<file path="src/mem_pkg.sv">
`default_nettype none

package mem_pkg;

    parameter int DATA_W = 32;
    parameter int LINE_W = 128;

    // Console receive FIFO sits at this VirtIO sub-device
    parameter logic [3:0] VIRT_FIFO = 4'd6;

    // DRAM window seen by the memory controller
    parameter logic [31:0] DRAM_ADDR_MASK = 32'h07ff_ffff;

    // Access width in funct3 encoding; stores reuse LB/LH/LW with we set
    typedef enum logic [2:0] {
        OP_LB  = 3'd0,
        OP_LH  = 3'd1,
        OP_LW  = 3'd2,
        OP_LBU = 3'd4,
        OP_LHU = 3'd5
    } mem_op_e;

    // Top address nibble
    typedef enum logic [3:0] {
        DEV_DRAM0  = 4'h0,
        DEV_VIRTIO = 4'h4,
        DEV_PLIC   = 4'h5,
        DEV_CLINT  = 4'h6,
        DEV_DRAM   = 4'h8
    } dev_e;

    // Upper half of the host register
    typedef enum logic [15:0] {
        CMD_PRINT_CHAR = 16'h0001,
        CMD_POWER_OFF  = 16'h0002
    } host_cmd_e;

    typedef struct packed {
        logic [31:0]       addr;
        logic [DATA_W-1:0] wdata;
        logic              we;
        logic              re;
        mem_op_e           op;
    } cpu_req_t;

    typedef struct packed {
        logic              rd_en;
        logic              wr_en;
        logic [31:0]       addr;
        logic [DATA_W-1:0] wdata;
        mem_op_e           op;
    } dram_req_t;

    // Attributes of the last accepted read, used in the response cycle
    typedef struct packed {
        dev_e       dev;
        logic [3:0] virt;
        logic [3:0] offset;
        mem_op_e    op;
        logic       is_dram;
    } resp_sel_t;

endpackage

`default_nettype wire

</file>
<file path="src/console_fifo.sv">
`timescale 1ns/1ps
`default_nettype none

module console_fifo #(
    parameter int FIFO_DEPTH = 16
) (
    input  wire        CLK,
    input  wire        reset,
    input  wire        rx_valid,
    input  wire [7:0]  rx_data,
    input  wire        pop,
    output logic [7:0] head_data
);
    localparam int PTR_W = $clog2(FIFO_DEPTH);

    logic [7:0]       store [FIFO_DEPTH];
    logic [PTR_W-1:0] head;
    logic [PTR_W-1:0] tail;
    logic [PTR_W:0]   count;
    logic             full;
    logic             empty;
    logic             do_push;
    logic             do_pop;

    assign full    = (count == (PTR_W + 1)'(FIFO_DEPTH));
    assign empty   = (count == '0);
    assign do_push = rx_valid && !full;
    assign do_pop  = pop && !empty;

    // Pointers wrap on their own since the depth is a power of two
    always_ff @(posedge CLK) begin
        if (reset) begin
            head  <= '0;
            tail  <= '0;
            count <= '0;
        end else begin
            if (do_push) begin
                tail <= tail + 1'b1;
            end
            if (do_pop) begin
                head <= head + 1'b1;
            end
            if (do_push && !do_pop) begin
                count <= count + 1'b1;
            end else if (do_pop && !do_push) begin
                count <= count - 1'b1;
            end
        end
    end

    always_ff @(posedge CLK) begin
        if (do_push) begin
            store[tail] <= rx_data;
        end
    end

    // Byte for the response cycle, zero when read empty
    always_ff @(posedge CLK) begin
        if (pop) begin
            head_data <= do_pop ? store[head] : 8'h00;
        end
    end

    assert property (@(posedge CLK) disable iff (reset)
        count <= FIFO_DEPTH);

endmodule

`default_nettype wire

</file>
<file path="src/host_cmd.sv">
`timescale 1ns/1ps
`default_nettype none

module host_cmd #(
    parameter logic [31:0] TOHOST_ADDR = 32'h4000_8000
) (
    input  wire        CLK,
    input  wire        reset,
    input  wire [31:0] wr_addr,
    input  wire [31:0] wr_data,
    input  wire        wr_en,
    output logic       char_we,
    output logic [7:0] char_data,
    output logic       finish
);
    import mem_pkg::*;

    logic [31:0] tohost;
    host_cmd_e   cmd;
    logic        host_wr;

    assign host_wr = wr_en && (wr_addr == TOHOST_ADDR);
    assign cmd     = host_cmd_e'(tohost[31:16]);

    // Print command stays in the register for a single cycle
    assign char_we   = (cmd == CMD_PRINT_CHAR);
    assign char_data = tohost[7:0];

    always_ff @(posedge CLK) begin
        if (reset) begin
            tohost <= '0;
            finish <= 1'b0;
        end else begin
            if (host_wr) begin
                tohost <= wr_data;
            end else if (char_we) begin
                tohost <= '0;
            end
            // Sticky until reset
            if (host_wr && (wr_data[31:16] == CMD_POWER_OFF)) begin
                finish <= 1'b1;
            end
        end
    end

    // Holds because proc_busy blocks host writes during the pulse
    assert property (@(posedge CLK) disable iff (reset)
        char_we |=> !char_we);

endmodule

`default_nettype wire

</file>
<file path="src/load_format.sv">
`timescale 1ns/1ps
`default_nettype none

module load_format (
    input  wire mem_pkg::resp_sel_t resp_sel,
    input  wire [127:0]             dram_rdata,
    input  wire [31:0]              plic_rdata,
    input  wire [31:0]              clint_rdata,
    input  wire [7:0]               fifo_data,
    output logic [31:0]             data_rdata,
    output logic                    is_dram_data
);
    import mem_pkg::*;

    logic [LINE_W-1:0] line_shift;
    logic [DATA_W-1:0] word;
    logic [DATA_W-1:0] dram_data;

    // Byte offset within the 16-byte line
    assign line_shift = dram_rdata >> {resp_sel.offset, 3'b000};
    assign word       = line_shift[DATA_W-1:0];

    always_comb begin
        case (resp_sel.op)
            OP_LB:   dram_data = {{24{word[7]}}, word[7:0]};
            OP_LBU:  dram_data = {24'h0, word[7:0]};
            OP_LH:   dram_data = {{16{word[15]}}, word[15:0]};
            OP_LHU:  dram_data = {16'h0, word[15:0]};
            default: dram_data = word;
        endcase
    end

    // Unmapped regions and other VirtIO sub-devices read as zero
    always_comb begin
        case (resp_sel.dev)
            DEV_PLIC: begin
                data_rdata = plic_rdata;
            end
            DEV_CLINT: begin
                data_rdata = clint_rdata;
            end
            DEV_VIRTIO: begin
                data_rdata = (resp_sel.virt == VIRT_FIFO) ? {24'h0, fifo_data} : '0;
            end
            default: begin
                data_rdata = resp_sel.is_dram ? dram_data : '0;
            end
        endcase
    end

    assign is_dram_data = resp_sel.is_dram;

endmodule

`default_nettype wire

</file>
<file path="src/mem_decode.sv">
`timescale 1ns/1ps
`default_nettype none

module mem_decode (
    input  wire                     CLK,
    input  wire                     reset,
    input  wire mem_pkg::cpu_req_t  cpu_req,
    input  wire                     dram_busy,
    output mem_pkg::dram_req_t      dram_req,
    output logic                    plic_we,
    output logic                    plic_re,
    output logic                    clint_we,
    output logic                    fifo_pop,
    output mem_pkg::resp_sel_t      resp_sel
);
    import mem_pkg::*;

    dev_e       dev;
    logic [3:0] virt;
    logic       is_dram;
    logic       rd_req;
    logic       wr_req;

    assign dev     = dev_e'(cpu_req.addr[31:28]);
    assign virt    = cpu_req.addr[27:24];
    assign is_dram = (dev == DEV_DRAM) || (dev == DEV_DRAM0);

    // Requests are dropped while busy; a write wins over a read
    assign wr_req = cpu_req.we && !dram_busy;
    assign rd_req = cpu_req.re && !cpu_req.we && !dram_busy;

    always_comb begin
        dram_req.rd_en = rd_req && is_dram;
        dram_req.wr_en = wr_req && is_dram;
        dram_req.addr  = cpu_req.addr & DRAM_ADDR_MASK;
        dram_req.wdata = cpu_req.wdata;
        dram_req.op    = cpu_req.op;
    end

    assign plic_we  = wr_req && (dev == DEV_PLIC);
    assign plic_re  = rd_req && (dev == DEV_PLIC);
    assign clint_we = wr_req && (dev == DEV_CLINT);
    assign fifo_pop = rd_req && (dev == DEV_VIRTIO) && (virt == VIRT_FIFO);

    // Response attributes for the cycle after the read
    always_ff @(posedge CLK) begin
        if (reset) begin
            resp_sel <= '0;
        end else if (rd_req) begin
            resp_sel.dev     <= dev;
            resp_sel.virt    <= virt;
            resp_sel.offset  <= cpu_req.addr[3:0];
            resp_sel.op      <= cpu_req.op;
            resp_sel.is_dram <= is_dram;
        end
    end

    // DRAM never sees a read and a write in one cycle
    assert property (@(posedge CLK) disable iff (reset)
        !(dram_req.rd_en && dram_req.wr_en));

    // Back-pressure holds every strobe low
    assert property (@(posedge CLK) disable iff (reset)
        dram_busy |-> !(dram_req.rd_en || dram_req.wr_en || plic_we || plic_re
                        || clint_we || fifo_pop));

endmodule

`default_nettype wire

</file>
<file path="src/mem_interconnect.sv">
`timescale 1ns/1ps
`default_nettype none

module mem_interconnect #(
    parameter int          FIFO_DEPTH  = 16,
    parameter logic [31:0] TOHOST_ADDR = 32'h4000_8000
) (
    input  wire                     CLK,
    input  wire                     reset,
    input  wire mem_pkg::cpu_req_t  cpu_req,
    input  wire                     dram_busy,
    input  wire [127:0]             dram_rdata,
    input  wire [31:0]              plic_rdata,
    input  wire [31:0]              clint_rdata,
    input  wire                     rx_valid,
    input  wire [7:0]               rx_data,
    output mem_pkg::dram_req_t      dram_req,
    output logic                    plic_we,
    output logic                    plic_re,
    output logic                    clint_we,
    output logic [31:0]             data_rdata,
    output logic                    is_dram_data,
    output logic                    proc_busy,
    output logic                    char_we,
    output logic [7:0]              char_data,
    output logic                    finish
);
    import mem_pkg::*;

    resp_sel_t  resp_sel;
    logic       fifo_pop;
    logic [7:0] fifo_head;
    logic       host_wr_en;

    // CPU holds its request while a character is pending or DRAM is busy
    assign proc_busy  = dram_busy || char_we;
    assign host_wr_en = cpu_req.we && !proc_busy;

    // Decoder is gated by the full stall, not only by DRAM
    mem_decode mem_decode_i (
        .CLK       (CLK),
        .reset     (reset),
        .cpu_req   (cpu_req),
        .dram_busy (proc_busy),
        .dram_req  (dram_req),
        .plic_we   (plic_we),
        .plic_re   (plic_re),
        .clint_we  (clint_we),
        .fifo_pop  (fifo_pop),
        .resp_sel  (resp_sel)
    );

    console_fifo #(
        .FIFO_DEPTH (FIFO_DEPTH)
    ) console_fifo_i (
        .CLK       (CLK),
        .reset     (reset),
        .rx_valid  (rx_valid),
        .rx_data   (rx_data),
        .pop       (fifo_pop),
        .head_data (fifo_head)
    );

    host_cmd #(
        .TOHOST_ADDR (TOHOST_ADDR)
    ) host_cmd_i (
        .CLK       (CLK),
        .reset     (reset),
        .wr_addr   (cpu_req.addr),
        .wr_data   (cpu_req.wdata),
        .wr_en     (host_wr_en),
        .char_we   (char_we),
        .char_data (char_data),
        .finish    (finish)
    );

    load_format load_format_i (
        .resp_sel     (resp_sel),
        .dram_rdata   (dram_rdata),
        .plic_rdata   (plic_rdata),
        .clint_rdata  (clint_rdata),
        .fifo_data    (fifo_head),
        .data_rdata   (data_rdata),
        .is_dram_data (is_dram_data)
    );

endmodule

`default_nettype wire

</file>
<file path="config.mk">
export PLATFORM = sky130hd
export DESIGN_NAME = mem_interconnect
export DESIGN_NICKNAME = d
export VERILOG_FILES = /design/src/mem_pkg.sv /design/src/console_fifo.sv /design/src/host_cmd.sv /design/src/load_format.sv /design/src/mem_decode.sv /design/src/mem_interconnect.sv
export SDC_FILE = /design/constraint.sdc
export NUM_CORES = 1
export LEC_CHECK = 0
export BUFFER_PORTS_ARGS = -buffer_cell sky130_fd_sc_hd__buf_2
export CAP_MARGIN = 25
export CORE_MARGIN = 2
export CORE_UTILIZATION = 58
export CTS_CLUSTER_SIZE = 24
export DETAILED_ROUTE_END_ITERATION = 16
export PLACE_DENSITY = 0.95
export SLEW_MARGIN = 10
export SYNTH_ARGS = -nofsm -noshare
export SYNTH_HDL_FRONTEND = slang
export SYNTH_HIERARCHICAL = 1
export SYNTH_SLANG_ARGS = --single-unit
</file>
<file path="constraint.sdc">
create_clock -name CLK -period 6.6 [get_ports CLK]
set_clock_uncertainty 0.2 [all_clocks]
set_input_delay 0.66 -clock CLK [delete_from_list [all_inputs] [get_ports CLK]]
set_output_delay 0.66 -clock CLK [all_outputs]
set_load 0.05 [all_outputs]
</file>
==> impl_metrics.ini <==
[status]
outcome = finished clean

[drt]
ant_nets = 0
avgViaCountPerCell = 7.11
drt_wl_total_microns = 46700
dr.pass1.iters = 7
drc = 0
wire_per_inst_microns = 28.9
drtIter0Drc = 1712
vias = 11496

[power_and_ir_drop]
ir_drop_mv = 0.265
power_density_mw_per_mm2 = 193
p_leak_nw = 5.41

[critical_path]
startpoint_type = flop
endpoint_kind = output pin
path_class = reg -> out
startpoint = mem_decode_i/resp_sel[5]$_SDFFE_PP0P_
r2r_end = console_fifo_i/count[4]$_SDFFE_PP0P_
reg2reg_from = host_cmd_i/tohost[23]$_SDFFE_PP0P_
path_cells = buf_4 > mux4_1 > mux2_2 > a31o_1 > a31oi_4 > a31oi_1 > buf_2
crit_slowest_cell = dfxtp_4
cp-endpoint = data_rdata[17]
crit_arrival_ns = 4.03
crit_path_max_fanout = 64
critPathMaxStageDelay_ns = 0.91
reg2reg_slack_ns = 2.29
reg2regPathDepth = 13
required_ns = 5.74

[sta]
hold_viol = 0
fmax_mhz = 205
fin_ws_ns = 1.71
slew_headroom_pct = 33.3
setup_tns_ns = 0
rsz0062_at_grt = no
worst_pin_slew_ns = 0.993
post-route-min-period_ns = 4.89
finalCritPeriodShare_pct = 74.1
worst_hold_slack_ns = 0.287
finalSetupViolations = 0
slew_viol_final = 0

[logic_synthesis]
syn-cell-area_sq_mm = 0.0134
synth_top_cell_by_area = edfxtp_1
synth_seq_cells = 190
synthTopCellsByArea = edfxtp_1, mux4_2, dfxtp_1
synth.most_common_cell = edfxtp_1
synth.distinct_cells = 77
synthCells = 1064
ys_seq_area_share_pct = 38.6
synth_edf_count = 136
synth_commonest_cells = edfxtp_1, mux4_2, buf_4
async_flop_share_pct = 0
synth_area_per_cell_sq_um = 12.6
ys.flop_type = edfxtp_1
yosys_warnings = 6
synth_top_area_share_pct = 30.5

[cts]
cts_buffer_depth = 2
cts_resized = 0
post_cts_buffers = 0
htree_levels = 4
cts_buffers = 17
cts_hold_buf = 0
cts.sinks = 190
cts_tree = done
clkSlewWorstSetupHoldPaths_ns = 0.07
worstSkewPairLatency_ns = 0.43
clockRootBuffer = clkbuf_16

[place]
post-dp-hpwl_microns = 34800
gp_congestion = 1.00
preCtsSetupSlack_ns = 2.19
numPortBuffers = 367

[grt]
grt_pass1_vias = 11020
grt_max_degree = 75
grt_pass1_wl_microns = 66900
globalRouteOverflowTotal = 0
grt_usage_pct = 37.5
antenna_found_initial = 18

[cells_and_area]
nNetsFinal = 1587
drive_gt1_share_pct = 45.4
syn2layout_area_growth_pct = 13.5

[floorplan]
io_pins = 389
start_util_pct = 59.1
core_area_sq_mm = 0.0226
die_h_microns = 156
rows = 55
dieArea_sq_mm = 0.0243
die_w_microns = 156

[worst_hold_path]
hold_path_class = reg -> reg

[job]
drv_cap = 0
-- layout make-up --
cell class / instances / area, sq um
fillers: 1595 / 7440
multi-input cells: 689 / 7020
flip-flops and latches: 190 / 5170
repair buffers: 387 / 1990
clock buffers: 18 / 429
well taps: 285 / 357
clock inverters: 14 / 120
inverters: 19 / 71.3
diodes: 15 / 37.5
-- kinds of logic after synthesis --
family / after synthesis / share of synthesized area, %
AO/OA/AOI/OAI: 229 / 12.6
multiplexers: 207 / 27.8
flip-flops: 190 / 38.6
XOR/XNOR: 8 / 0.523
adder cells (fa/ha/maj): 10 / 0.990
buffers and inverters: 189 / 9.29
other: 1 / 0.0280
AND/OR/NAND/NOR: 230 / 10.2
-- worst min-delay path by stage --
stage | from | to | depth (start not counted)
final | mem_decode_i/resp_sel[11]$_SDFFE_PP0P_ | mem_decode_i/resp_sel[11]$_SDFFE_PP0P_ | 2
after global routing | cpu_req[10] | host_cmd_i/tohost[5]$_SDFFE_PP0P_ | 3
after CTS | cpu_req[10] | host_cmd_i/tohost[5]$_SDFFE_PP0P_ | 3
after detailed placement | mem_decode_i/resp_sel[10]$_SDFFE_PP0P_ | mem_decode_i/resp_sel[10]$_SDFFE_PP0P_ | 2
after global placement | mem_decode_i/resp_sel[10]$_SDFFE_PP0P_ | mem_decode_i/resp_sel[10]$_SDFFE_PP0P_ | 2
after floorplan | mem_decode_i/resp_sel[9]$_SDFFE_PP0P_ | mem_decode_i/resp_sel[9]$_SDFFE_PP0P_ | 2
-- registers in the layout, indices dropped and copies added, names as in the netlist --
| signal | cells |
|---|---|
| mem_decode_i/resp_sel | 16 |
| console_fifo_i/store | 128 |
| console_fifo_i/count | 5 |
| console_fifo_i/head_data | 8 |
| console_fifo_i/head | 4 |
| host_cmd_i/tohost | 24 |
| console_fifo_i/tail | 4 |
| host_cmd_i/finish | 1 |
-- per-stage QoR --
| step | instance area [sq um] | cells | power, mW | utilization, % |
|---|---|---|---|---|
| after floorplan | 13400 | 1068 | 1.78 | - |
| after global placement | 14600 | 1564 | 1.94 | 64.3 |
| after detailed placement | 14600 | 1567 | 1.97 | 64.4 |
| after CTS | 15100 | 1599 | 2.91 | 66.8 |
| after global routing | 15200 | 1611 | 3.01 | 67.1 |
| final | 15200 | 1617 | 2.93 | 67.1 |
-- critical path: cells and delay by family, from the launching register on --
kind                   cells  cell delay, ns
multiplexers               2            0.92
buffers and inverters      2            0.87
flip-flops                 1            0.91
AO/OA/AOI/OAI              3            0.83
-- where the power goes --
| group | switching, mW | leakage [nW] | total, mW | internal (mW) |
|---|---|---|---|---|
| registers | 0.0400 | 1.65 | 1.35 | 1.31 |
| logic | 0.364 | 3.49 | 0.615 | 0.251 |
| clock network | 0.463 | 0.266 | 0.960 | 0.497 |
-- metal layers --
metal	vias to the layer above	GRT usage [%]	wire length, microns
met5	-	2.07	125
met4	10	23.7	3300
met3	226	10.6	5680
met2	938	58.7	21500
met1	5579	45.9	16100
li1	4743	-	-
-- placed cells by master, fill, tap and decap left out, types with 7 or more instances in the layout --
master / instances
a41oi_1: 9
inv_1: 17
buf_4: 14
o22ai_1: 12
nor2b_1: 15
o211ai_1: 13
a21boi_0: 13
ha_1: 9
a22o_1: 10
dfxtp_1: 51
mux2_2: 31
diode_2: 15
a31oi_1: 21
mux2i_1: 48
buf_2: 370
nand2b_1: 49
a211oi_1: 15
edfxtp_1: 136
inv_6: 9
a221oi_1: 14
a21oi_1: 41
nor2_1: 45
nand2_1: 20
nand3_1: 13
nor3_1: 7
nor4_1: 10
o31ai_1: 24
a22oi_1: 31
clkbuf_16: 17
nand4_1: 27
mux4_2: 125
a221o_1: 7
(Power assumes the default switching activity.)
